### src/hdl/action_pkg.sv
package action_pkg;

    localparam int HDR_BYTES = 64;
    localparam int HDR_BITS  = HDR_BYTES * 8;
    localparam int OFF_SLOTS = 8;
    localparam int KV_DEPTH  = 32;
    localparam int KV_ADDR_W = 5;
    localparam int KV_DATA_W = 32;
    localparam int OPERAND_W = 64;
    localparam int ACTION_W  = 25;

    typedef enum logic [3:0] {
        op_add      = 4'd1,
        op_sub      = 4'd2,
        op_addi     = 4'd3,
        op_subi     = 4'd4,
        op_load     = 4'd5,
        op_store    = 4'd6,
        op_redirect = 4'd8,
        op_discard  = 4'd9
    } opcode_t;

    typedef enum logic [1:0] {
        w2 = 2'd0,
        w4 = 2'd1,
        w8 = 2'd2
    } width_t;

    typedef struct packed {
        opcode_t               opcode;
        width_t                op1_width;
        logic [2:0]            op1_slot;
        width_t                op2_width;
        logic [2:0]            op2_slot;
        logic [ACTION_W-15:0]  low;
    } action_t;

    typedef struct packed {
        logic [7:0]  port;
        logic        drop;
        logic [22:0] rsvd;
    } meta_t;

    typedef logic [7:0]           off_t;
    typedef logic [HDR_BITS-1:0]  hdr_t;
    typedef logic [OPERAND_W-1:0] operand_t;

    // slot 0 of each table sits at the top
    typedef struct packed {
        off_t [0:OFF_SLOTS-1] off2;
        off_t [0:OFF_SLOTS-1] off4;
        off_t [0:OFF_SLOTS-1] off8;
    } off_tbl_t;

    // header byte 0 is the most significant byte
    typedef struct packed {
        hdr_t     hdr;
        off_tbl_t tbl;
        meta_t    meta;
    } phv_t;

    typedef struct packed {
        action_t act;
        phv_t    phv;
        off_t    op1_off;
        off_t    op2_off;
        width_t  width;
    } located_t;

    typedef struct packed {
        action_t  act;
        phv_t     phv;
        off_t     op1_off;
        width_t   width;
        operand_t op1;
        operand_t op2;
    } fetched_t;

    // overlapping views of the action bits
    function automatic logic [15:0] act_imm(action_t a);
        return a[15:0];
    endfunction

    function automatic logic [7:0] act_port(action_t a);
        return a[ACTION_W-5 -: 8];
    endfunction

    function automatic logic act_drop(action_t a);
        return a[ACTION_W-13];
    endfunction

    function automatic logic [KV_ADDR_W-1:0] act_kv_addr(action_t a);
        return a[KV_ADDR_W-1:0];
    endfunction

    // big-endian field read, zero-extended
    function automatic operand_t field_get(hdr_t hdr, off_t off, width_t w);
        hdr_t sh;
        sh = hdr << {off, 3'b000};
        case (w)
            w4:      return operand_t'(sh[HDR_BITS-1 -: 32]);
            w8:      return operand_t'(sh[HDR_BITS-1 -: 64]);
            default: return operand_t'(sh[HDR_BITS-1 -: 16]);
        endcase
    endfunction

    // write the low bytes of val over the field, rest of the header kept
    function automatic hdr_t field_put(hdr_t hdr, off_t off, width_t w, operand_t val);
        hdr_t mask;
        hdr_t data;
        case (w)
            w4: begin
                mask = hdr_t'({32{1'b1}}) << (HDR_BITS - 32);
                data = hdr_t'(val[31:0]) << (HDR_BITS - 32);
            end
            w8: begin
                mask = hdr_t'({64{1'b1}}) << (HDR_BITS - 64);
                data = hdr_t'(val[63:0]) << (HDR_BITS - 64);
            end
            default: begin
                mask = hdr_t'({16{1'b1}}) << (HDR_BITS - 16);
                data = hdr_t'(val[15:0]) << (HDR_BITS - 16);
            end
        endcase
        mask = mask >> {off, 3'b000};
        data = data >> {off, 3'b000};
        return (hdr & ~mask) | (data & mask);
    endfunction

endpackage
### src/hdl/operand_fetch.sv
`timescale 1ns/1ns
module operand_fetch (
    input  logic                                  axis_clk,
    input  logic                                  aresetn,
    input  logic                                  loc_valid,
    input  action_pkg::located_t                  loc,
    output logic                                  fet_valid,
    output action_pkg::fetched_t                  fet,
    output logic                                  wr_en,
    output logic [action_pkg::KV_ADDR_W-1:0]      wr_addr,
    output logic [action_pkg::KV_DATA_W-1:0]      wr_data,
    output logic [action_pkg::KV_ADDR_W-1:0]      rd_addr
);

    import action_pkg::*;

    operand_t op1;
    operand_t op2;

    always_comb begin
        op1 = field_get(loc.phv.hdr, loc.op1_off, loc.width);
        case (loc.act.opcode)
            op_add, op_sub: begin
                op2 = field_get(loc.phv.hdr, loc.op2_off, loc.width);
            end
            op_addi, op_subi: begin
                op2 = operand_t'(act_imm(loc.act));
            end
            default: begin
                op2 = '0;
            end
        endcase
    end

    // memory ports work off the stage 2 contents, so the store lands
    // at the edge the action leaves this stage
    assign wr_en   = loc_valid && (loc.act.opcode == op_store);
    assign wr_addr = act_kv_addr(loc.act);
    assign wr_data = op1[KV_DATA_W-1:0];
    assign rd_addr = act_kv_addr(loc.act);

    always_ff @(posedge axis_clk or negedge aresetn) begin
        if (!aresetn) begin
            fet_valid <= 1'b0;
        end else begin
            fet_valid <= loc_valid;
        end
    end

    always_ff @(posedge axis_clk) begin
        if (loc_valid) begin
            fet.act     <= loc.act;
            fet.phv     <= loc.phv;
            fet.op1_off <= loc.op1_off;
            fet.width   <= loc.width;
            fet.op1     <= op1;
            fet.op2     <= op2;
        end
    end

endmodule

### config.mk
export PLATFORM = sky130hd
export DESIGN_NAME = operand_fetch
export DESIGN_NICKNAME = d
export VERILOG_FILES = /design/src/hdl/action_pkg.sv /design/src/hdl/operand_fetch.sv
export SDC_FILE = /design/constraint.sdc
export NUM_CORES = 2
export LEC_CHECK = 0
export ABC_AREA = 1
export ABC_CLOCK_PERIOD_IN_PS = 2700
export BUFFER_PORTS_ARGS = -buffer_cell sky130_fd_sc_hd__buf_2
export CAP_MARGIN = 20
export CORE_AREA = 4 4 663 665
export DETAILED_ROUTE_END_ITERATION = 7
export DIE_AREA = 0 0 667 669
export PLACE_DENSITY = 0.42
export RECOVER_POWER = 50
export SYNTH_ARGS = -nofsm -noshare
export SYNTH_HDL_FRONTEND = slang
export SYNTH_SLANG_ARGS = --single-unit
export TNS_END_PERCENT = 100
### constraint.sdc
create_clock -name axis_clk -period 2.7 [get_ports axis_clk]
set_clock_uncertainty 0.1 [all_clocks]
set_input_delay 0.405 -clock axis_clk [delete_from_list [all_inputs] [get_ports axis_clk]]
set_output_delay 0.405 -clock axis_clk [all_outputs]
set_load 0.1 [all_outputs]
; ---- After elaboration in Yosys (flattened, before gate mapping)
; Cells that the tools add are included.
[op_classes]
eq_ne = 7
n_shift = 2
n_mux = 3
n_reduce_logical = 3
[op_table]
columns = operator, n
row1 = $shl A512 B11 Y512, 2
row2 = $pmux W64 S2, 3
row3 = $eq A4 B2 Y1 const B, 2
row4 = $eq A4 B3 Y1 const B, 2
row5 = $eq A4 B1 Y1 const B, 1
row6 = $reduce_or A2 Y1, 2
row7 = $eq A2 B1 Y1 const B, 1
row8 = $eq A2 B2 Y1 const B, 1
row9 = $logic_and A1 B1 Y1, 1
[totals]
register_bits = 900
input_bits = 782
output_inout_bits = 943
wordCells = 54

; ---- Depth between registers and ports, before layout
[depth]
depth_word = 3
depth_mapped = 20
mapped_depth_nobuf = 17

; ---- Worst setup path after synthesis
; OpenSTA, ideal clock, no wires.
[synth_timing]
path_kind = input to output
start = in loc[778] in the netlist's numbering
end = out wr_en
arrival_ns = 2.520
t_required_ns = 2.195
slack_ns = -0.325
path_stages = 3
n_path_buf = 0
path_cell_list = inv_1 -> nand2_1 -> nor3_1
[synth_between]
elab_chain_cells = 2
[synth_lines]
columns = element, line
row1 = start: declaration, operand_fetch.sv:6  ; input action_pkg::located_t loc,
row2 = $eq A4 B3 Y1, operand_fetch.sv:37  ; assign wr_en = loc_valid && (loc.act.opcode == op_store);
row3 = $logic_and A1 B1 Y1, operand_fetch.sv:37
row4 = end: declaration, operand_fetch.sv:9  ; output logic wr_en,
; No other way between the ends.

; ---- Worst setup path in the final report
[layout_timing]
start = in loc[398] in the netlist's numbering
end = out wr_data[20] in the netlist's numbering
[layout_between]
elab_chain_cells = 2
[layout_lines]
columns = element, line
row1 = $shl A512 B11 Y512, action_pkg.sv:99  ; sh = hdr << {off, 3'b000};
row2 = $pmux W64 S2, action_pkg.sv:100  ; case (w)
row3 = end: declaration, operand_fetch.sv:11  ; output logic [action_pkg::KV_DATA_W-1:0] wr_data,
; No other way between the ends.

==> impl.org <==
** CTS
- Clock edge transition at the registers on the reported setup and hold paths :: 0.06 ns
- Number of clock buffers inserted by TritonCTS :: 116
- TritonCTS clock tree :: yes
- CTS placed an instance of clkbuf_16 at the clock tree root.
- Sink count of the clock tree :: 900
- Number of H-tree levels :: 3
- Clk buf depth :: 4

** Floorplanning
- The core region is 434000 µm².
- Placement Rows :: 242
- For this configuration, the core starts out at a cell density of 17.1%.
- In this run the horizontal extent of the chip is 667 µm.
- Die extent in y :: 669 µm
- The floorplan step defined a die boundary enclosing 446000 µm².
- 1725 I/O pins were placed.

** Placed design
- Once detailed placement completed, the half-perimeter wirelength came to 737000 µm.
- Port Buf Inserts :: 1724
- Timing analysis after detailed placement gives a worst setup slack of -1.71 ns.
- Routability-driven placement finished with a final weighted congestion of 1.12.

** Detailed routing
- Once detail routing completed, the nets flagged for antenna violations numbered 0.
- For this block, the initial DRC count from the detailed router was 18100.
- After detailed routing, the total wire length is 893000 µm.
- Remaining design rule violation count :: 0
- Via count :: 117000
- In the routed layout, each cell is associated on average with a via count of 5.43.
- Per-cell routed wire length :: 41.5 µm
- For this run, the detailed router's first-pass iteration total came to 8.

** STA
- Final Hold Violating Endpoints :: 0
- For the pin with the worst max-slew slack, the measured transition is 1.66 ns.
- The number of max-slew violations in the final report is 30.
- Setup violations remaining at the end of the flow were counted as 121.
- Worst-case headroom to the max-slew limit :: -10.9%
- The routed design could run at a clock period as short as 3.66 ns.
- For this run, the top clock speed supported by timing is 0.274 GHz.
- Period Utilization, post-route :: 135%
- In the post-route analysis, the smallest setup slack over all paths is -0.956 ns.
- Final Hold Slack :: 0.0478 ns
- RSZ-0062 raised after global routing :: true

** Worst setup path
- Classification of the worst setup path :: in2out
- STA classifies the critical path endpoint as a primary output.
- WP data arrival :: 3.15 ns
- Max FO, Critical Path :: 4
- STA classifies the critical path startpoint as an input port.
- For the worst setup path, the data required time is 2.19 ns.

** Synth
- Summing every instance area after synthesis gives 74300 µm².
- The share of the Yosys chip area taken by registers is 36.4%.
- Unique masters post-synth :: 37
- Post-synthesis net count :: 11800
- Synthesized flop and latch total :: 900
- Average size of a mapped cell :: 6.74 µm²
- Yosys printed 0 warnings.
- Synthesis handed over a netlist of 11000 instances.

** Min path
- In this run the most critical hold path is launched from loc[416].
- Counting instances, the worst hold path has a depth of 2.
- The path class of the tightest hold or removal check is in2reg.
- For hold timing, the worst endpoint is fet[536].

** Pwr
- VDD sags by at most 0.566 mV.
- Areal power density over the cells :: 516 nW/µm²
- LEAKAGE :: 0.0560 µW

** Global routing
- Remaining Overflow, GRT :: 0
- Largest net degree at the start of global routing :: 94
- All-Layer GR Usage :: 37.9%
- First-pass GRT wire length :: 1120000 µm
- The via count of the first global-routing pass came to 107000.
- Antenna violations before repair :: 279

** Layout
- Layout cells sized above 1 :: 33.0%
- For this run, the post-layout net count is 16300.
- Syn-to-layout area delta :: 73.1%

** Status
- The run finished, with violations left.
- The final reports fail on capacitance limit, slew limit, setup timing.

** Job
- Max-cap violations in this run came to 2.
==> timing repair <==
action / in CTS / in global routing
pin swaps: 203 / 221
endpoints found under the hold margin: 741 / 0
resized for setup: 689 / 417
endpoints found under the setup margin: 41 / 56
setup buffers: 84 / 39
hold buffers: 699 / 0
gates cloned: 21 / 11
==> synth_stat cells <==
cell type / count / share of area [%]
a211oi_1: 4 / 0.040
a21oi_1: 484 / 3.3
a31oi_1: 5 / 0.042
and2_0: 2 / 0.017
and2_1: 10 / 0.084
and3_1: 1 / 0.0084
buf_1: 142 / 0.72
buf_2: 452 / 3.0
buf_4: 109 / 1.1
buf_6: 14 / 0.21
clkbuf_1: 333 / 1.7
clkinv_1: 3 / 0.015
dfrtp_1: 1 / 0.034
edfxtp_1: 899 / 36
ha_1: 2 / 0.034
inv_1: 222 / 1.1
inv_2: 11 / 0.056
inv_4: 2 / 0.017
inv_6: 1 / 0.012
nand2_1: 2860 / 14
nand2_2: 1 / 0.0084
nand2_4: 1 / 0.015
nand3_1: 4191 / 28
nand4_1: 76 / 0.64
nor2_1: 413 / 2.1
nor2_4: 4 / 0.061
nor2b_1: 3 / 0.025
nor3_1: 30 / 0.20
o211ai_1: 387 / 3.9
o211ai_2: 1 / 0.017
o21a_1: 15 / 0.15
o21ai_0: 285 / 1.9
o21ai_1: 37 / 0.25
o21bai_1: 8 / 0.081
or2_0: 1 / 0.0084
or2_1: 4 / 0.034
or2_2: 5 / 0.042
==> worst max-delay path by stage <==
stage | startpoint | endpoint | cells past startpoint | slack [ns]
after floorplan | loc[17] | wr_data[18] | 14 | 0.09
after global placement | loc[17] | wr_data[17] | 16 | -1.72
after detailed placement | loc[17] | wr_data[17] | 16 | -1.71
after CTS | loc[17] | wr_data[8] | 15 | -0.78
after global routing | loc[17] | wr_data[18] | 18 | -0.85
final | loc[398] | wr_data[20] | 13 | -0.96
==> metal layers <==
layer / global-route usage, % / vias up / wire [µm]
li1: - / 48400 / -
met1: 46.0 / 57800 / 336000
met2: 55.8 / 8578 / 370000
met3: 13.9 / 1999 / 110000
met4: 25.1 / 162 / 75100
met5: 1.24 / - / 2470
==> placed cells by master, fill, tap and decap left out, drive strengths merged, types with 142 or more instances in the layout <==
cell type    count
buf           4203
nand3         4191
nand2         2864
edfxtp         899
clkbuf         701
dlygate4sd3    690
a21oi          484
nor2           417
o211ai         388
o21ai          322
inv            251
diode          142
==> where the power goes <==
part	switching, µW	internal [µW]
registers	471	16600
logic	24200	8580
clock network	7170	9330
==> logic make-up after synthesis <==
kind of cell	Yosys count	synth area share, %
flops	900	36.4
simple gates	7602	45.9
compound gates	1226	9.67
fa+ha+maj	2	0.0337
buf+inv	1289	7.98
==> critical path: stages <==
cell	delay [ns]
clkbuf_1	0.76
nand3_1	0.22
nand3_1	0.16
nand2_2	0.10
o211ai_1	0.32
nand2_1	0.20
nand2_1	0.10
nand2_1	0.11
nand2_4	0.13
nand3_4	0.10
a21oi_4	0.19
buf_6	0.15
buf_12	0.17
==> cell type report <==
type	instances	area, µm²
inverters	239	1030
repair buffers	5470	44200
clock buffers	139	3010
flip-flops and latches	900	27000
fillers	48300	305000
multi-input cells	8832	44900
repair inverters	2	20.0
diodes	142	355
clock inverters	74	841
well taps	5734	7170
==> flip-flops by register name, summed over array words and instances (netlist names) <==
register / count
fet_valid: 1
fet: 899
==> stage by stage <==
step                total power, µW  setup TNS [ns]  utilization [%]  cell area (µm²)  std cells
floorplan                     32000               0                -            74300      11000
global placement              47300         -125.51             26.0           113000      20300
detailed placement            47200         -122.24             26.0           113000      20300
CTS                           65600          -23.18             29.4           128000      21300
global route                  67400          -44.55             29.6           128000      21400
finish                        66300          -49.62             29.7           129000      21500
Power figures use the tool's default switching activity.
