File: config.mk
export PLATFORM = sky130hd
export DESIGN_NAME = operand_locator
export DESIGN_NICKNAME = d
export VERILOG_FILES = /design/src/hdl/action_pkg.sv /design/src/hdl/operand_locator.sv
export SDC_FILE = /design/constraint.sdc
export NUM_CORES = 1
export LEC_CHECK = 0
export BUFFER_PORTS_ARGS = -buffer_cell sky130_fd_sc_hd__clkbuf_2
export CAP_MARGIN = 10
export CORE_AREA = 2 2 602 604
export CTS_CLUSTER_SIZE = 40
export DETAILED_ROUTE_END_ITERATION = 12
export DIE_AREA = 0 0 604 606
export HOLD_SLACK_MARGIN = 0.12
export REMOVE_ABC_BUFFERS = 1
export SLEW_MARGIN = 20
export SYNTH_ARGS = -nofsm -noshare
export SYNTH_HDL_FRONTEND = slang
export SYNTH_SLANG_ARGS = --single-unit
File: constraint.sdc
create_clock -name axis_clk -period 0.8 [get_ports axis_clk]
set_input_delay 0.04 -clock axis_clk [delete_from_list [all_inputs] [get_ports axis_clk]]
set_output_delay 0.04 -clock axis_clk [all_outputs]
set_load 0.01 [all_outputs]
File: src/hdl/action_pkg.sv
package action_pkg;

    localparam int HDR_BYTES = 64;
    localparam int HDR_BITS  = HDR_BYTES * 8;
    localparam int OFF_SLOTS = 8;
    localparam int KV_DEPTH  = 32;
    localparam int KV_ADDR_W = 5;
    localparam int KV_DATA_W = 32;
    localparam int OPERAND_W = 64;
    localparam int ACTION_W  = 25;

    typedef enum logic [3:0] {
        op_add      = 4'd1,
        op_sub      = 4'd2,
        op_addi     = 4'd3,
        op_subi     = 4'd4,
        op_load     = 4'd5,
        op_store    = 4'd6,
        op_redirect = 4'd8,
        op_discard  = 4'd9
    } opcode_t;

    typedef enum logic [1:0] {
        w2 = 2'd0,
        w4 = 2'd1,
        w8 = 2'd2
    } width_t;

    typedef struct packed {
        opcode_t               opcode;
        width_t                op1_width;
        logic [2:0]            op1_slot;
        width_t                op2_width;
        logic [2:0]            op2_slot;
        logic [ACTION_W-15:0]  low;
    } action_t;

    typedef struct packed {
        logic [7:0]  port;
        logic        drop;
        logic [22:0] rsvd;
    } meta_t;

    typedef logic [7:0]           off_t;
    typedef logic [HDR_BITS-1:0]  hdr_t;
    typedef logic [OPERAND_W-1:0] operand_t;

    // slot 0 of each table sits at the top
    typedef struct packed {
        off_t [0:OFF_SLOTS-1] off2;
        off_t [0:OFF_SLOTS-1] off4;
        off_t [0:OFF_SLOTS-1] off8;
    } off_tbl_t;

    // header byte 0 is the most significant byte
    typedef struct packed {
        hdr_t     hdr;
        off_tbl_t tbl;
        meta_t    meta;
    } phv_t;

    typedef struct packed {
        action_t act;
        phv_t    phv;
        off_t    op1_off;
        off_t    op2_off;
        width_t  width;
    } located_t;

    typedef struct packed {
        action_t  act;
        phv_t     phv;
        off_t     op1_off;
        width_t   width;
        operand_t op1;
        operand_t op2;
    } fetched_t;

    // overlapping views of the action bits
    function automatic logic [15:0] act_imm(action_t a);
        return a[15:0];
    endfunction

    function automatic logic [7:0] act_port(action_t a);
        return a[ACTION_W-5 -: 8];
    endfunction

    function automatic logic act_drop(action_t a);
        return a[ACTION_W-13];
    endfunction

    function automatic logic [KV_ADDR_W-1:0] act_kv_addr(action_t a);
        return a[KV_ADDR_W-1:0];
    endfunction

    // big-endian field read, zero-extended
    function automatic operand_t field_get(hdr_t hdr, off_t off, width_t w);
        hdr_t sh;
        sh = hdr << {off, 3'b000};
        case (w)
            w4:      return operand_t'(sh[HDR_BITS-1 -: 32]);
            w8:      return operand_t'(sh[HDR_BITS-1 -: 64]);
            default: return operand_t'(sh[HDR_BITS-1 -: 16]);
        endcase
    endfunction

    // write the low bytes of val over the field, rest of the header kept
    function automatic hdr_t field_put(hdr_t hdr, off_t off, width_t w, operand_t val);
        hdr_t mask;
        hdr_t data;
        case (w)
            w4: begin
                mask = hdr_t'({32{1'b1}}) << (HDR_BITS - 32);
                data = hdr_t'(val[31:0]) << (HDR_BITS - 32);
            end
            w8: begin
                mask = hdr_t'({64{1'b1}}) << (HDR_BITS - 64);
                data = hdr_t'(val[63:0]) << (HDR_BITS - 64);
            end
            default: begin
                mask = hdr_t'({16{1'b1}}) << (HDR_BITS - 16);
                data = hdr_t'(val[15:0]) << (HDR_BITS - 16);
            end
        endcase
        mask = mask >> {off, 3'b000};
        data = data >> {off, 3'b000};
        return (hdr & ~mask) | (data & mask);
    endfunction

endpackage
File: src/hdl/operand_locator.sv
`timescale 1ns/1ns
module operand_locator (
    input  logic                axis_clk,
    input  logic                aresetn,
    input  action_pkg::action_t action_in,
    input  action_pkg::phv_t    phv_in,
    input  logic                action_in_valid,
    output logic                loc_valid,
    output action_pkg::located_t loc
);

    import action_pkg::*;

    located_t nxt;
    logic     supported;

    function automatic off_t slot_off(off_tbl_t tbl, width_t w, logic [2:0] slot);
        case (w)
            w4:      return tbl.off4[slot];
            w8:      return tbl.off8[slot];
            default: return tbl.off2[slot];
        endcase
    endfunction

    always_comb begin
        nxt.act     = action_in;
        nxt.phv     = phv_in;
        nxt.op1_off = slot_off(phv_in.tbl, action_in.op1_width, action_in.op1_slot);
        nxt.op2_off = '0;
        nxt.width   = action_in.op1_width;
        supported   = 1'b1;
        case (action_in.opcode)
            op_add, op_sub: begin
                nxt.op2_off = slot_off(phv_in.tbl, action_in.op2_width, action_in.op2_slot);
            end
            // only op1 matters here
            op_addi, op_subi, op_redirect, op_discard: begin
            end
            // memory ops always move a 4-byte field
            op_load, op_store: begin
                nxt.width = w4;
            end
            default: begin
                supported = 1'b0;
            end
        endcase
    end

    always_ff @(posedge axis_clk or negedge aresetn) begin
        if (!aresetn) begin
            loc_valid <= 1'b0;
        end else begin
            loc_valid <= action_in_valid && supported;
        end
    end

    always_ff @(posedge axis_clk) begin
        if (action_in_valid) begin
            loc <= nxt;
        end
    end

endmodule

After elaboration in Yosys (flattened, before gate mapping)
Index checks and enable logic that the tools add are counted.
Widths: inputs -> output; s select.
- output and inout port bits: 780
- input bits: 764
- flip-flop bits (word level): 780
- word-level logic and storage cells: 79
- bitwise logic cells: 2
- magnitude comparators: 2
- multiplexer cells: 21
- reductions and logical operators: 4
- equality and inequality tests: 12
- operators by type and width (kind ; count):
    $bmux 8 s3 ; 6
    $mux 8 ; 12
    $pmux 8 s2 ; 2
    $eq 4x3->1 const B ; 3
    $eq 4x2->1 const B ; 2
    $eq 4x4->1 const B ; 2
    $ge 4x4->1 const B ; 2
    $not 3->4 ; 2
    $reduce_or 8->1 ; 1
    $eq 2x1->1 const B ; 2
    $eq 2x2->1 const B ; 2
    $eq 4x1->1 const B ; 1
    $reduce_or 2->1 ; 2
    $logic_and 1x1->1 ; 1
    $mux 1 ; 1

Depth between registers and ports, before layout
- depth in word-level cells: 5
- gate-level depth with buffers: 7
- depth with buffers taken out: 6

Worst setup path before layout
Ideal clock, no wire load.
- path type: input-to-reg
- start: in action_in[13] (netlist bit)
- end: reg loc[7] (netlist bit) (data pin)
- required time: 0.534 ns
- setup slack: -0.664 ns
- arrival: 1.198 ns
- stages: 6
- buffers on the path: 3
- setup time: 0.266 ns
- cells stage by stage: buf_6 > buf_2 > buf_2 > mux4_2 > a221oi_2 > nand4_1
- word-level cells in the longest chain between the ends: 5
- elaborated cells between the ends (all ways): 11
- those cells by class: mux (10); bitwise (1)
- ends and longest elaborated chain (what ; RTL line ; text):
    start: declaration ; operand_locator.sv:5 ; input action_pkg::action_t action_in,
    $not 3->4 (not written as such) * ; operand_locator.sv:19, operand_locator.sv:20, operand_locator.sv:21 ;
    $bmux 8 s3, on equally long branches ; operand_locator.sv:21, operand_locator.sv:19, operand_locator.sv:20 ;
    $mux 8, on equally long branches (2 in series) ; operand_locator.sv:21, operand_locator.sv:19, operand_locator.sv:20 ;
    $pmux 8 s2 * ; operand_locator.sv:18 ; case (w)
    end signal: assignment ; operand_locator.sv:59 ; loc <= nxt;
    end: declaration ; operand_locator.sv:9 ; output action_pkg::located_t loc
Every way passes the cells marked *; elsewhere a longest branch is shown, timed or not. The select of a mux whose other input is x is not followed.
A chain may end at the register's enable or synchronous reset.

Worst setup path after layout
- start: reg loc[766] (netlist bit)
- end: out loc[766] (netlist bit)
No word-level cell between the ends.

==> load_flow_metrics.sql <==
INSERT INTO impl_metrics (metric_group, metric, value, unit) VALUES
('route', 'initialDrtViolationCount', '2793', ''),
('clocking', 'numCtsBuffers', '108', ''),
('layout', 'finalNonFillerCells', '9451', ''),
('synthesis', 'synthMuxAreaShare', '0.0822', ''),
('power', 'seqPwrFrac', '0.399', ''),
('outcome', 'status', 'finished with violations', ''),
('floorplanning', 'floorplan.rows', '221', ''),
('layout', 'num-fill-cells', '39300', ''),
('worst_setup_path', 'crit_path_cell_trace', 'clkbuf_2', ''),
('global_routing', 'grt_usage', '0.164', ''),
('global_routing', 'grt_first_pass_wirelength', '369000', 'um'),
('global_routing', 'grt_overflow_total', '0', ''),
('clocking', 'clock_sinks', '780', ''),
('synthesis', 'largest_family_of_logic_cells_by_synthesized_area', 'multiplexers', ''),
('worst_setup_path', 'crit_family', 'flip-flops', ''),
('power', 'clockPowerShare', '0.401', ''),
('timing', 'finalWorstSetupSlack', '-0.829', 'ns'),
('place', 'globalplace.congestion', '0.936', ''),
('run', 'timing.max_cap.violations', '0', ''),
('timing', 'worst_slew_margin_relative_to_its_limit', '0.679', ''),
('floorplanning', 'die-width', '604', 'um'),
('route', 'dr.pass1.iters', '5', ''),
('hold_path', 'holdPathStages', '4', ''),
('global_routing', 'global_route.usage.met1', '0.173', ''),
('synthesis', 'synth_sequential_area_ratio', '0.867', ''),
('route', 'routed_wirelength', '315000', 'um'),
('floorplanning', 'core_area', '360000', 'sq um'),
('floorplanning', 'design.die.area', '366000', 'sq um'),
('global_routing', 'grt-busiest-layer', 'met2', ''),
('power', 'worst_ir_drop_vdd', '1430', 'uV'),
('timing', 'final_hold_violating_endpoints', '11', ''),
('synthesis', 'synthesis.yosys.warnings', '0', ''),
('route', 'drcViolationCount', '0', ''),
('synthesis', 'synth_seq_cells', '780', ''),
('clocking', 'cts_max_level', '3', ''),
('power', 'power.density_cell_area', '1940', 'nW/um^2'),
('power', 'switching_power', '35.8', 'mW'),
('timing', 'finalSetupViolCount', '994', ''),
('layout', 'drive_gt1_frac', '0.472', ''),
('worst_setup_path', 'worst-endpoint-required', '0.76', 'ns'),
('floorplanning', 'num_io_pins', '1544', ''),
('global_routing', 'number_of_global_route_vias_before_repair', '27400', ''),
('worst_setup_path', 'critPathSlowestCell', 'sky130_fd_sc_hd__edfxtp_1', ''),
('synthesis', 'compound_cell_area_share_of_the_yosys_netlist', '0.0169', ''),
('route', 'detail_route.wl_per_cell', '33.4', 'um'),
('place', 'placed_cell_area', '44300', 'sq um'),
('route', 'drt-vias-per-instance', '3.07', ''),
('synthesis', 'yosys.area_share.adder', '0.00185', ''),
('timing', 'final_period_minus_worst_setup_slack', '1.63', 'ns'),
('synthesis', 'synth.distinct_cells', '41', ''),
('power', 'power.leakage', '25.9', 'nW'),
('layout', 'area.growth.synth_to_final', '141', '%'),
('synthesis', 'synth_edf_count', '779', ''),
('power', 'sw_frac_of_total', '0.283', ''),
('worst_setup_path', 'critPathArrivalTime', '1.59', 'ns'),
('route', 'drt.antenna.violating_nets', '0', ''),
('layout', 'final_nets', '5218', ''),
('global_routing', 'grtUsageMet3', '0.0751', ''),
('floorplanning', 'fp.dieH', '606', 'um'),
('hold_path', 'worst_hold_startpoint', 'phv_in[215]', ''),
('hold_path', 'holdPathEnd', 'loc[9]$_SDFFCE_PN0P_', ''),
('worst_setup_path', 'cp_num_buf_inv', '1', ''),
('global_routing', 'antenna_found_initial', '383', ''),
('worst_setup_path', 'worst_setup_path_end_kind', 'output pin', ''),
('worst_setup_path', 'worstPathMaxFanout', '1', ''),
('synthesis', 'synthSimpleGateAreaFrac', '0.0190', ''),
('layout', 'final_common_cell', 'sky130_fd_sc_hd__dlygate4sd3_1', ''),
('outcome', 'violations', 'hold timing, setup timing', ''),
('synthesis', 'ffs_w_async_s_r_synth', '0.00128', ''),
('timing', 'maxClockFrequency', '0.614', 'GHz'),
('timing', 'final.hold.worst_slack', '-0.199', 'ns');
## cell usage after synthesis (2+ instances only)
master | instances | area share
sky130_fd_sc_hd__nand2_1 | 14 | 0.0019
sky130_fd_sc_hd__nand2b_2 | 7 | 0.0023
sky130_fd_sc_hd__mux2i_1 | 54 | 0.020
sky130_fd_sc_hd__ha_1 | 4 | 0.0019
sky130_fd_sc_hd__nand4b_1 | 4 | 0.0013
sky130_fd_sc_hd__clkbuf_4 | 2 | 0.00056
sky130_fd_sc_hd__nand4_1 | 16 | 0.0037
sky130_fd_sc_hd__a22oi_1 | 15 | 0.0042
sky130_fd_sc_hd__a221oi_1 | 12 | 0.0039
sky130_fd_sc_hd__o211ai_1 | 6 | 0.0017
sky130_fd_sc_hd__nand3_1 | 8 | 0.0015
sky130_fd_sc_hd__buf_12 | 2 | 0.0015
sky130_fd_sc_hd__o21ai_0 | 4 | 0.00074
sky130_fd_sc_hd__mux4_1 | 26 | 0.025
sky130_fd_sc_hd__and4_1 | 8 | 0.0026
sky130_fd_sc_hd__mux4_2 | 42 | 0.035
sky130_fd_sc_hd__clkbuf_8 | 2 | 0.0010
sky130_fd_sc_hd__a21oi_1 | 6 | 0.0011
sky130_fd_sc_hd__buf_4 | 5 | 0.0014
sky130_fd_sc_hd__o21ai_1 | 6 | 0.0011
sky130_fd_sc_hd__buf_2 | 11 | 0.0020
sky130_fd_sc_hd__edfxtp_1 | 779 | 0.87
sky130_fd_sc_hd__nor2b_1 | 5 | 0.0012
sky130_fd_sc_hd__nor2_1 | 10 | 0.0014
sky130_fd_sc_hd__mux4_4 | 2 | 0.0019
sky130_fd_sc_hd__nand2b_1 | 5 | 0.0012
sky130_fd_sc_hd__nor4b_1 | 2 | 0.00065
sky130_fd_sc_hd__a221oi_2 | 7 | 0.0039
sky130_fd_sc_hd__inv_1 | 6 | 0.00083
sky130_fd_sc_hd__buf_6 | 7 | 0.0029
sky130_fd_sc_hd__clkbuf_1 | 6 | 0.00083
sky130_fd_sc_hd__nand3b_1 | 2 | 0.00056
## registers in the layout, summed over array words and instances (netlist names)
name,count
loc,779
loc_valid,1
## cells by family (layout without fill, tap and decap cells)
group,Yosys count,in the layout
flip-flops,780,780
multiplexers,124,124
AND/OR/NAND/NOR,84,84
AO/OA/AOI/OAI,57,57
buffers and inverters,44,3483
adder cells (fa/ha/maj),4,4
XOR/XNOR,1,1
other,0,124
## how the worst max path moves through the flow
stage,from,end,slack (ns),depth (start not counted)
6_report,loc[766]$_DFFE_PP_,loc[766],-0.83,1
5_1_grt,loc[766]$_DFFE_PP_,loc[766],-0.89,1
4_1_cts,loc[766]$_DFFE_PP_,loc[766],-0.95,1
3_5_place_dp,action_in[14],loc[5]$_SDFFCE_PN0P_,-1.30,9
3_3_place_gp,action_in[14],loc[4]$_SDFFCE_PN0P_,-1.36,9
2_1_floorplan,action_in[14],loc[4]$_SDFFCE_PN0P_,-1.22,6
## power groups by stage
stage | Combinational (mW) | Sequential, mW | Clock, mW
6_report | 25.3 | 50.5 | 50.8
5_1_grt | 26.3 | 50.7 | 53.6
4_1_cts | 25.4 | 50.4 | 52.4
3_5_place_dp | 16.9 | 51.0 | 0
3_3_place_gp | 16.9 | 51.0 | 0
2_1_floorplan | 1.16 | 52.1 | 0
## per-stage QoR
step	utilization	TNS, ns	setup WS, ns	power (mW)
floorplan	-	-13.72	-1.22	53.3
global placement	0.123	-254.75	-1.36	67.9
detailed placement	0.123	-238.84	-1.30	68.0
CTS	0.179	-944.96	-0.948	128
global route	0.180	-556.51	-0.893	131
finish	0.181	-501.93	-0.829	127
## cell type report
type                       count  area, sq um  area share
antenna                      124          310     0.00476
clock buffer                 118         2760      0.0424
sequential                   780        23400       0.360
multi-input combinational    270         3350      0.0515
timing repair buffer        3283        28400       0.437
inverter                       7         26.3    0.000403
tap                         4794         6000      0.0921
clock inverter                75          833      0.0128
## per-layer routing
metal	vias to the layer above	share of wire
li1	11500	-
met1	14100	0.34
met2	2309	0.49
met3	846	0.12
met4	174	0.050
met5	-	0.0041
## timing repair
item,4_1_cts,5_1_grt
endpoints found under the setup margin,788,1360
resized for setup,544,238
hold buffers,1411,105
setup buffers,0,5
cloned,0,1
hold endpoints to repair,1560,125
pin swaps,0,18
Power figures use the tool's default switching activity.
