==> config.mk <==
export PLATFORM = sky130hd
export DESIGN_NAME = kv_ram
export DESIGN_NICKNAME = d
export VERILOG_FILES = /design/src/hdl/action_pkg.sv /design/src/hdl/kv_ram.sv
export SDC_FILE = /design/constraint.sdc
export NUM_CORES = 1
export LEC_CHECK = 0
export ABC_CLOCK_PERIOD_IN_PS = 3900
export BUFFER_PORTS_ARGS = -buffer_cell sky130_fd_sc_hd__buf_2
export CAP_MARGIN = 20
export CORE_ASPECT_RATIO = 1.75
export CORE_MARGIN = 5
export CORE_UTILIZATION = 60
export DETAILED_ROUTE_END_ITERATION = 7
export GPL_TIMING_DRIVEN = 1
export PLACE_DENSITY_LB_ADDON = 0.25
export REMOVE_ABC_BUFFERS = 1
export SETUP_SLACK_MARGIN = 0.15
export SYNTH_ARGS = -nofsm -noshare
export SYNTH_HDL_FRONTEND = slang
export SYNTH_SLANG_ARGS = --single-unit
==> constraint.sdc <==
create_clock -name axis_clk -period 3.9 [get_ports axis_clk]
set_input_delay 0.78 -clock axis_clk [delete_from_list [all_inputs] [get_ports axis_clk]]
set_output_delay 0.78 -clock axis_clk [all_outputs]
set_load 0.03 [all_outputs]
==> src/hdl/action_pkg.sv <==
package action_pkg;

    localparam int HDR_BYTES = 64;
    localparam int HDR_BITS  = HDR_BYTES * 8;
    localparam int OFF_SLOTS = 8;
    localparam int KV_DEPTH  = 32;
    localparam int KV_ADDR_W = 5;
    localparam int KV_DATA_W = 32;
    localparam int OPERAND_W = 64;
    localparam int ACTION_W  = 25;

    typedef enum logic [3:0] {
        op_add      = 4'd1,
        op_sub      = 4'd2,
        op_addi     = 4'd3,
        op_subi     = 4'd4,
        op_load     = 4'd5,
        op_store    = 4'd6,
        op_redirect = 4'd8,
        op_discard  = 4'd9
    } opcode_t;

    typedef enum logic [1:0] {
        w2 = 2'd0,
        w4 = 2'd1,
        w8 = 2'd2
    } width_t;

    typedef struct packed {
        opcode_t               opcode;
        width_t                op1_width;
        logic [2:0]            op1_slot;
        width_t                op2_width;
        logic [2:0]            op2_slot;
        logic [ACTION_W-15:0]  low;
    } action_t;

    typedef struct packed {
        logic [7:0]  port;
        logic        drop;
        logic [22:0] rsvd;
    } meta_t;

    typedef logic [7:0]           off_t;
    typedef logic [HDR_BITS-1:0]  hdr_t;
    typedef logic [OPERAND_W-1:0] operand_t;

    // slot 0 of each table sits at the top
    typedef struct packed {
        off_t [0:OFF_SLOTS-1] off2;
        off_t [0:OFF_SLOTS-1] off4;
        off_t [0:OFF_SLOTS-1] off8;
    } off_tbl_t;

    // header byte 0 is the most significant byte
    typedef struct packed {
        hdr_t     hdr;
        off_tbl_t tbl;
        meta_t    meta;
    } phv_t;

    typedef struct packed {
        action_t act;
        phv_t    phv;
        off_t    op1_off;
        off_t    op2_off;
        width_t  width;
    } located_t;

    typedef struct packed {
        action_t  act;
        phv_t     phv;
        off_t     op1_off;
        width_t   width;
        operand_t op1;
        operand_t op2;
    } fetched_t;

    // overlapping views of the action bits
    function automatic logic [15:0] act_imm(action_t a);
        return a[15:0];
    endfunction

    function automatic logic [7:0] act_port(action_t a);
        return a[ACTION_W-5 -: 8];
    endfunction

    function automatic logic act_drop(action_t a);
        return a[ACTION_W-13];
    endfunction

    function automatic logic [KV_ADDR_W-1:0] act_kv_addr(action_t a);
        return a[KV_ADDR_W-1:0];
    endfunction

    // big-endian field read, zero-extended
    function automatic operand_t field_get(hdr_t hdr, off_t off, width_t w);
        hdr_t sh;
        sh = hdr << {off, 3'b000};
        case (w)
            w4:      return operand_t'(sh[HDR_BITS-1 -: 32]);
            w8:      return operand_t'(sh[HDR_BITS-1 -: 64]);
            default: return operand_t'(sh[HDR_BITS-1 -: 16]);
        endcase
    endfunction

    // write the low bytes of val over the field, rest of the header kept
    function automatic hdr_t field_put(hdr_t hdr, off_t off, width_t w, operand_t val);
        hdr_t mask;
        hdr_t data;
        case (w)
            w4: begin
                mask = hdr_t'({32{1'b1}}) << (HDR_BITS - 32);
                data = hdr_t'(val[31:0]) << (HDR_BITS - 32);
            end
            w8: begin
                mask = hdr_t'({64{1'b1}}) << (HDR_BITS - 64);
                data = hdr_t'(val[63:0]) << (HDR_BITS - 64);
            end
            default: begin
                mask = hdr_t'({16{1'b1}}) << (HDR_BITS - 16);
                data = hdr_t'(val[15:0]) << (HDR_BITS - 16);
            end
        endcase
        mask = mask >> {off, 3'b000};
        data = data >> {off, 3'b000};
        return (hdr & ~mask) | (data & mask);
    endfunction

endpackage
==> src/hdl/kv_ram.sv <==
`timescale 1ns/1ns
module kv_ram (
    input  logic                             axis_clk,
    input  logic                             wr_en,
    input  logic [action_pkg::KV_ADDR_W-1:0] wr_addr,
    input  logic [action_pkg::KV_DATA_W-1:0] wr_data,
    input  logic [action_pkg::KV_ADDR_W-1:0] rd_addr,
    output logic [action_pkg::KV_DATA_W-1:0] rd_data
);

    import action_pkg::*;

    logic [KV_DATA_W-1:0] mem [KV_DEPTH];

    always_ff @(posedge axis_clk) begin
        if (wr_en) begin
            mem[wr_addr] <= wr_data;
        end
    end

    // read-first, one cycle latency
    always_ff @(posedge axis_clk) begin
        rd_data <= mem[rd_addr];
    end

endmodule

**Yosys cells after proc, flatten, opt, wreduce, memory -nomap -nowiden**

Memories as Yosys holds them, arrays and structs flattened. A register that Yosys moved wholly into a read port is not among the register bits.
Index checks and enable logic that the tools add are counted.

- Memories: 1
- Input bits: 44
- Bits in registers: 0
- Bits in latches: 0
- Output and inout bits: 32
- Memory bits (read-only): 0
- Bits in writable memories: 1024
- Word-level logic and storage cells: 3

Memory list:

| memory | words | width | rd ports | clocked after memory_dff | write ports | line | RTL |
|---|---|---|---|---|---|---|---|
| mem | 32 | 32 | 1 | 1 | 1 | kv_ram.sv:13 | `logic [KV_DATA_W-1:0] mem [KV_DEPTH];` |

- $mul: 0
- Div/mod/pow operators: 0
- $lt $le $gt $ge: 0
- Bitwise operators: 0
- Multiplexer cells: 2
- Eq/ne operators: 0
- Add/sub/neg operators: 0
- Reductions and logical operators: 0
- Shift operators: 0

Operators by type and width:

| kind | count |
|---|---|
| $mux W1 | 2 |

**Logic depth before layout (Yosys ltp)**

Gate-level depths: netlist (run 1).

- Depth in word-level cells: 2
- Mapped depth: 8
- Gate-level depth less buffers: 5

**Worst setup path before layout (run 1)**

No wires, ideal clock.

- Path kind: input to register
- Start: in wr_addr[1] (netlist bit)
- End: mem mem[12][0], enable pin
- Stages: 3
- Path buffers: 1
- Required time: 3.479 ns
- Path slack: 0.686 ns
- Arrival time: 2.793 ns
- Setup time: 0.421 ns
- Cell sequence: or3b_2 clkbuf_1 nor2_1

RTL lines:

| item | line | RTL |
|---|---|---|
| start: declaration | kv_ram.sv:5 | `input logic [action_pkg::KV_ADDR_W-1:0] wr_addr,` |
| end: declaration | kv_ram.sv:13 |  |

No word-level cell before the write port.

==> results of run 1 <==
[stage by stage]
step           instance area (um^2)  hold slack (ns)  setup WS (ns)
2_1_floorplan                 39700            0.554          -1.86
3_3_place_gp                  42500            0.583          0.985
3_5_place_dp                  42500            0.587          0.968
4_1_cts                       45400            0.593           1.59
5_1_grt                       45400            0.627           1.52
6_report                      45400            0.599           1.50
[area by class of cell]
cell class / instances / area [um^2] / area share
Tap cell: 896 / 1120 / 0.0247
Timing Repair Buffer: 164 / 1430 / 0.0315
Clock buffer: 116 / 2380 / 0.0524
Antenna cell: 2 / 5.00 / 0.000110
Multi-Input combinational cell: 1077 / 8610 / 0.190
Sequential cell: 1056 / 31400 / 0.691
Clock inverter: 44 / 478 / 0.0105
[kinds of logic (layout without fill, tap and decap cells)]
group                  Yosys count  after routing
DFF                           1056           1056
and+or+nand+nor                277            277
AOI/OAI and AO/OA              288            288
muxes                          512            512
other                            0              2
buffers and inverters          127            324
[state kept, by name, summed over array words and instances (netlist names)]
register  cells
rd_data      32
mem        1024
[layer usage]
| layer | wire [um] | GRT usage | vias to the layer above |
|---|---|---|---|
| met5 | 0 | 0 | - |
| met4 | 3070 | 0.0856 | 0 |
| met3 | 7020 | 0.0407 | 164 |
| met2 | 49400 | 0.450 | 978 |
| met1 | 35800 | 0.344 | 10837 |
| li1 | - | - | 9216 |
[worst paths after layout]
check        cells after the start  slack (ns)          end         from
min                              4        0.60  rd_data[31]  mem[26][31]
max reg2reg                      5        2.34  rd_data[15]   mem[7][15]
max                              8        1.50  rd_data[14]   rd_addr[0]
min reg2reg                      4        0.60  rd_data[31]  mem[26][31]
[power by group]
group          switching, W  internal, W  leakage (nW)
clock network       0.00386      0.00491          1.40
registers         0.0000633       0.0126          9.49
logic              0.000873     0.000401          4.94
[worst min-delay path, delay by kind of cell, from the launching register on]
family,cells,cell delay [ns]
DFF,1,0.32
and+or+nand+nor,3,0.20
muxes,1,0.06
[cells in the mapped netlist, drive strengths merged, types with 2 or more instances]
cell type	number
buf	79
edfxtp	1024
nand2	98
a21oi	96
a22oi	96
nand3	98
nor3	32
a31oi	32
a22o	64
or3b	3
dfxtp	32
nand2b	2
nor2	34
clkbuf	48
mux2i	512
nand3b	5
==> out/qor.tcl, run 1 <==
set qor(hold_buffers) 0
set qor(syn-instance-count) 2260
set qor(timing.critical_path.max_delay_family) {buffers and inverters}
set qor(timing.max_slew.rel_slack) 0.363
set qor(path_clk_slew_ns) 0.06
set qor(max_cap_violations) 0
set qor(critical-path-slowest-cell) {sky130_fd_sc_hd__buf_4}
set qor(placement_rows) 126
set qor(chipHeight_um) 354
set qor(synth_top_family_by_area) {multiplexers}
set qor(mappedNetlistArea_um2) 40500
set qor(vdd_ir_drop_max_mv) 0.616
set qor(placement.io_buffers) 75
set qor(grt_setup_unrepaired) {false}
set qor(area_growth_pct) 12.2
set qor(final_cycle_utilization_of_the_critical_path) 0.616
set qor(wirelength_um) 95300
set qor(ant_nets) 0
set qor(timing.final.setup_violations) 0
set qor(grt_pass1_wl_um) 139000
set qor(hold_path_class) {flop to flop}
set qor(post_cts_resized) 0
set qor(root_buffer) {sky130_fd_sc_hd__clkbuf_16}
set qor(netlist.top_cell.by_area) {sky130_fd_sc_hd__edfxtp_1}
set qor(cts_tree) {done}
set qor(start_util) 0.603
set qor(final_layout_size_suffix_gt1_frac) 0.136
set qor(synth.avg_cell_area_um2) 17.9
set qor(final-hold-violation-count) 0
set qor(post_synth_fa_ha_maj_area_fraction) 0
set qor(maxSlewViolCount) 0
set qor(yosys.area_share.simple) 0.0310
set qor(seq_area_frac_synth) 0.775
set qor(fin_setup_tns_ns) 0
set qor(drt_iter0_drc) 2084
set qor(drc) 0
set qor(muxShareOfSynthArea) 0.127
set qor(longest_individual_stage_delay_on_the_worst_path_ns) 0.42
set qor(nNetsFinal) 2429
set qor(yosysTopAreaCellShare) 0.760
set qor(finish.cell_count_without_fillers) 3355
set qor(grt_pass1_vias) 21579
set qor(setup.worst_path.class) {input pin to flop}
set qor(routedWlPerCell_um) 28.4
set qor(max_slew.worst_pin.slew_ns) 0.956
set qor(vias) 21195
set qor(htreeDepth) 3
set qor(asyncSetResetFlopFracSynth) 0
set qor(chipWidth_um) 206
set qor(final_core_utilization) 0.676
set qor(timing.critical_path.fanout_max) 38
set qor(maximum_number_of_pins_on_one_net_before_global_route_repair) 71
set qor(critPathCaptureType) {flop}
set qor(dr_vias_cell) 6.32
set qor(finClkSkew_ns) 0.0311
set qor(distinct_cell_type_count_of_the_synthesized_netlist) 25
set qor(timing.critical_path.arrival_ns) 2.87
set qor(powerDensity_nw_per_um2) 500
set qor(required_time_at_the_worst_slack_endpoint_ns) 4.37
set qor(clk_latency_ns) 0.66
set qor(hpwl_um) 54800
set qor(crit_chain) {buf_8, buf_12, buf_4, buf_4, mux2i_1, nand2_1, nand3_1, nand3_1}
set qor(boundaryPins) 76
set qor(finalPower_w) 0.0227
set qor(most_frequent_cells_in_the_layout) {1024 x sky130_fd_sc_hd__edfxtp_1, 512 x sky130_fd_sc_hd__mux2i_1, 98 x sky130_fd_sc_hd__nand3_1}
set qor(postSynthRegisterBits) 1056
set qor(synth-compound-area-share) 0.0485
set qor(filler_cell_count) 4364
set qor(peak_clock_frequency_supported_by_timing_mhz) 416
set qor(dieArea_um2) 73000
set qor(clock-sinks) 1056
set qor(status) {finished, final reports clean}
set qor(leading_register_cell_type_out_of_synthesis) {sky130_fd_sc_hd__edfxtp_1}
set qor(worstSetupStartpointType) {input pin}
set qor(number_of_antenna_violations_at_the_first_check_in_global_routing) 1
set qor(cts-buffers-inserted) 86
set qor(synth_top_cells_by_area) {sky130_fd_sc_hd__edfxtp_1 76%, sky130_fd_sc_hd__mux2i_1 13%, sky130_fd_sc_hd__a22oi_1 1.8%}
set qor(timing.critical_path.buf_inv) 4
set qor(cellLeakagePower_nw) 15.8
set qor(min_period_ns) 2.40
set qor(drtPass1Iterations) 5
set qor(gp_congestion) 0.824
set qor(cts_post_setup_buffers_inserted) 0
set qor(synth.yosys.warnings) 0
set qor(grt_residual_overflow) 0
set qor(core-area_um2) 67200
set qor(groute.usage.overall) 0.261
set qor(synth_xor_area_frac) 0
set qor(final_common_cell) {sky130_fd_sc_hd__edfxtp_1}
set qor(synth_edf_count) 1024
set qor(cts_buffer_depth) 3
set qor(place_inst) 3193
(Power assumes the default switching activity.)
==> inputs of run 2 (changes only) <==
ABC_CLOCK_PERIOD_IN_PS = 2150   (was 3900)
CORE_UTILIZATION = 56   (was 60)
clock period = 2.15 ns   (was 3.9 ns; I/O delays follow)
==> out/qor.tcl, run 2 (same netlist as run 1, synthesis figures left out) <==
set qor(status) {finished, final reports clean}
set qor(largest_reg_flops) 1024
set qor(placement.io_buffers) 75
set qor(max_slew.worst_pin.slew_ns) 0.657
set qor(longest_individual_stage_delay_on_the_worst_path_ns) 0.45
set qor(place_inst) 3281
set qor(design_area_um2) 46600
set qor(cts_tree) {done}
set qor(required_time_at_the_worst_slack_endpoint_ns) 1.72
set qor(filler_cell_count) 4742
set qor(vias) 21538
set qor(r2r_setup_slack_ns) 0.74
set qor(reg2reg_depth) 6
set qor(grt_pass1_wl_um) 142000
set qor(chipHeight_um) 366
set qor(cts-buffers-inserted) 89
set qor(start_util) 0.564
set qor(worst-path-stages) 1
set qor(timing.max_slew.rel_slack) 0.562
set qor(grt_pass1_vias) 21817
set qor(most_frequent_cells_in_the_layout) {1024 x sky130_fd_sc_hd__edfxtp_1, 512 x sky130_fd_sc_hd__mux2i_1, 98 x sky130_fd_sc_hd__nand3_1}
set qor(number_of_antenna_violations_at_the_first_check_in_global_routing) 2
set qor(drc) 0
set qor(chipWidth_um) 213
set qor(routedWlPerCell_um) 28.4
set qor(vdd_ir_drop_max_mv) 0.687
set qor(boundaryPins) 76
set qor(finClkSkew_ns) 0.0304
set qor(hold_path_class) {input pin to flop}
set qor(cts_buffer_depth) 3
set qor(cellLeakagePower_nw) 16.4
set qor(gp_congestion) 0.802
set qor(maximum_number_of_pins_on_one_net_before_global_route_repair) 51
set qor(critical-path-slowest-cell) {sky130_fd_sc_hd__dfxtp_1}
set qor(min_setup_slack_post_route_ns) 0.355
set qor(placement_rows) 130
set qor(hpwl_um) 55900
set qor(grt_setup_unrepaired) {false}
set qor(dr_vias_cell) 6.25
set qor(hold_ws_ns) 0.259
set qor(clock-sinks) 1056
set qor(finish.cell_count_without_fillers) 3448
set qor(grt_residual_overflow) 0
set qor(register_with_the_most_flip_flops) {mem}
set qor(timing.final.setup_violations) 0
set qor(crit_chain) {buf_2}
set qor(core-area_um2) 71700
set qor(drt_iter0_drc) 1984
set qor(drtPass1Iterations) 5
set qor(maxSlewViolCount) 0
set qor(timing.critical_path.fanout_max) 1
set qor(cts_post_setup_buffers_inserted) 0
set qor(final_cycle_utilization_of_the_critical_path) 0.835
set qor(detailed_place.area_um2) 43600
set qor(layout_top_registers) {mem: 1024 flops, rd_data: 32 flops}
set qor(nNetsFinal) 2492
set qor(path_clk_slew_ns) 0.07
set qor(timing.critical_path.arrival_ns) 1.37
set qor(root_buffer) {sky130_fd_sc_hd__clkbuf_16}
set qor(dieArea_um2) 78000
set qor(peak_clock_frequency_supported_by_timing_mhz) 557
set qor(powerDensity_nw_per_um2) 896
set qor(wirelength_um) 98100
set qor(min_delay_path_depth) 1
set qor(hold_buffers) 0
set qor(area_growth_pct) 15.2
set qor(clk_latency_ns) 0.66
set qor(worstSetupStartpointType) {flop}
set qor(final_common_cell) {sky130_fd_sc_hd__edfxtp_1}
set qor(htreeDepth) 3
set qor(dpl_worst_slack_ns) -0.0500
set qor(final_layout_size_suffix_gt1_frac) 0.160
set qor(critPathCaptureType) {output port}
set qor(final-hold-violation-count) 0
set qor(ant_nets) 0
set qor(max_cap_violations) 0
set qor(timing.critical_path.max_delay_family) {flip-flops}
set qor(post_cts_resized) 0
set qor(min_period_ns) 1.80
set qor(groute.usage.overall) 0.252
set qor(timing.critical_path.buf_inv) 1
set qor(setup.worst_path.class) {flop to output port}
[run 2: cell type report]
cell class                 instances  area (um^2)  area share
antenna                            1         2.50   0.0000537
tap                              924         1160      0.0248
timing repair buffer             224         2480      0.0532
multi-input combinational       1077         8610       0.185
clock inverter                    42          438     0.00939
clock buffer                     124         2550      0.0548
sequential                      1056        31400       0.673
[run 2: through the flow]
| stage | total power [W] | TNS, ns | util |
|---|---|---|---|
| 3_5_place_dp | 0.0259 | -0.0500 | 0.608 |
| 3_3_place_gp | 0.0258 | -0.0354 | 0.608 |
| 6_report | 0.0418 | 0 | 0.650 |
| 4_1_cts | 0.0420 | 0 | 0.650 |
| 2_1_floorplan | 0.0245 | -597.33 | - |
| 5_1_grt | 0.0431 | 0 | 0.650 |
[run 2: where the power goes]
| part | internal (W) | switching, W | total [W] |
|---|---|---|---|
| sequential | 0.0229 | 0.000109 | 0.0230 |
| clock | 0.00930 | 0.00706 | 0.0164 |
| combinational | 0.000841 | 0.00160 | 0.00244 |
| total | 0.0330 | 0.00877 | 0.0418 |
[run 2: layer usage]
layer,vias to the layer above,track usage,routed length [um]
met5,-,0,7
met3,193,0.0438,7470
li1,9348,-,-
met2,897,0.436,50900
met1,11098,0.324,36400
met4,2,0.0860,3270
[run 2: final timing paths]
check,from,to
hold reg to reg,mem[10][18],rd_data[18]
hold / removal,wr_data[2],mem[11][2]
setup reg to reg,mem[3][15],rd_data[15]
setup / recovery,rd_data[30],rd_data[30]
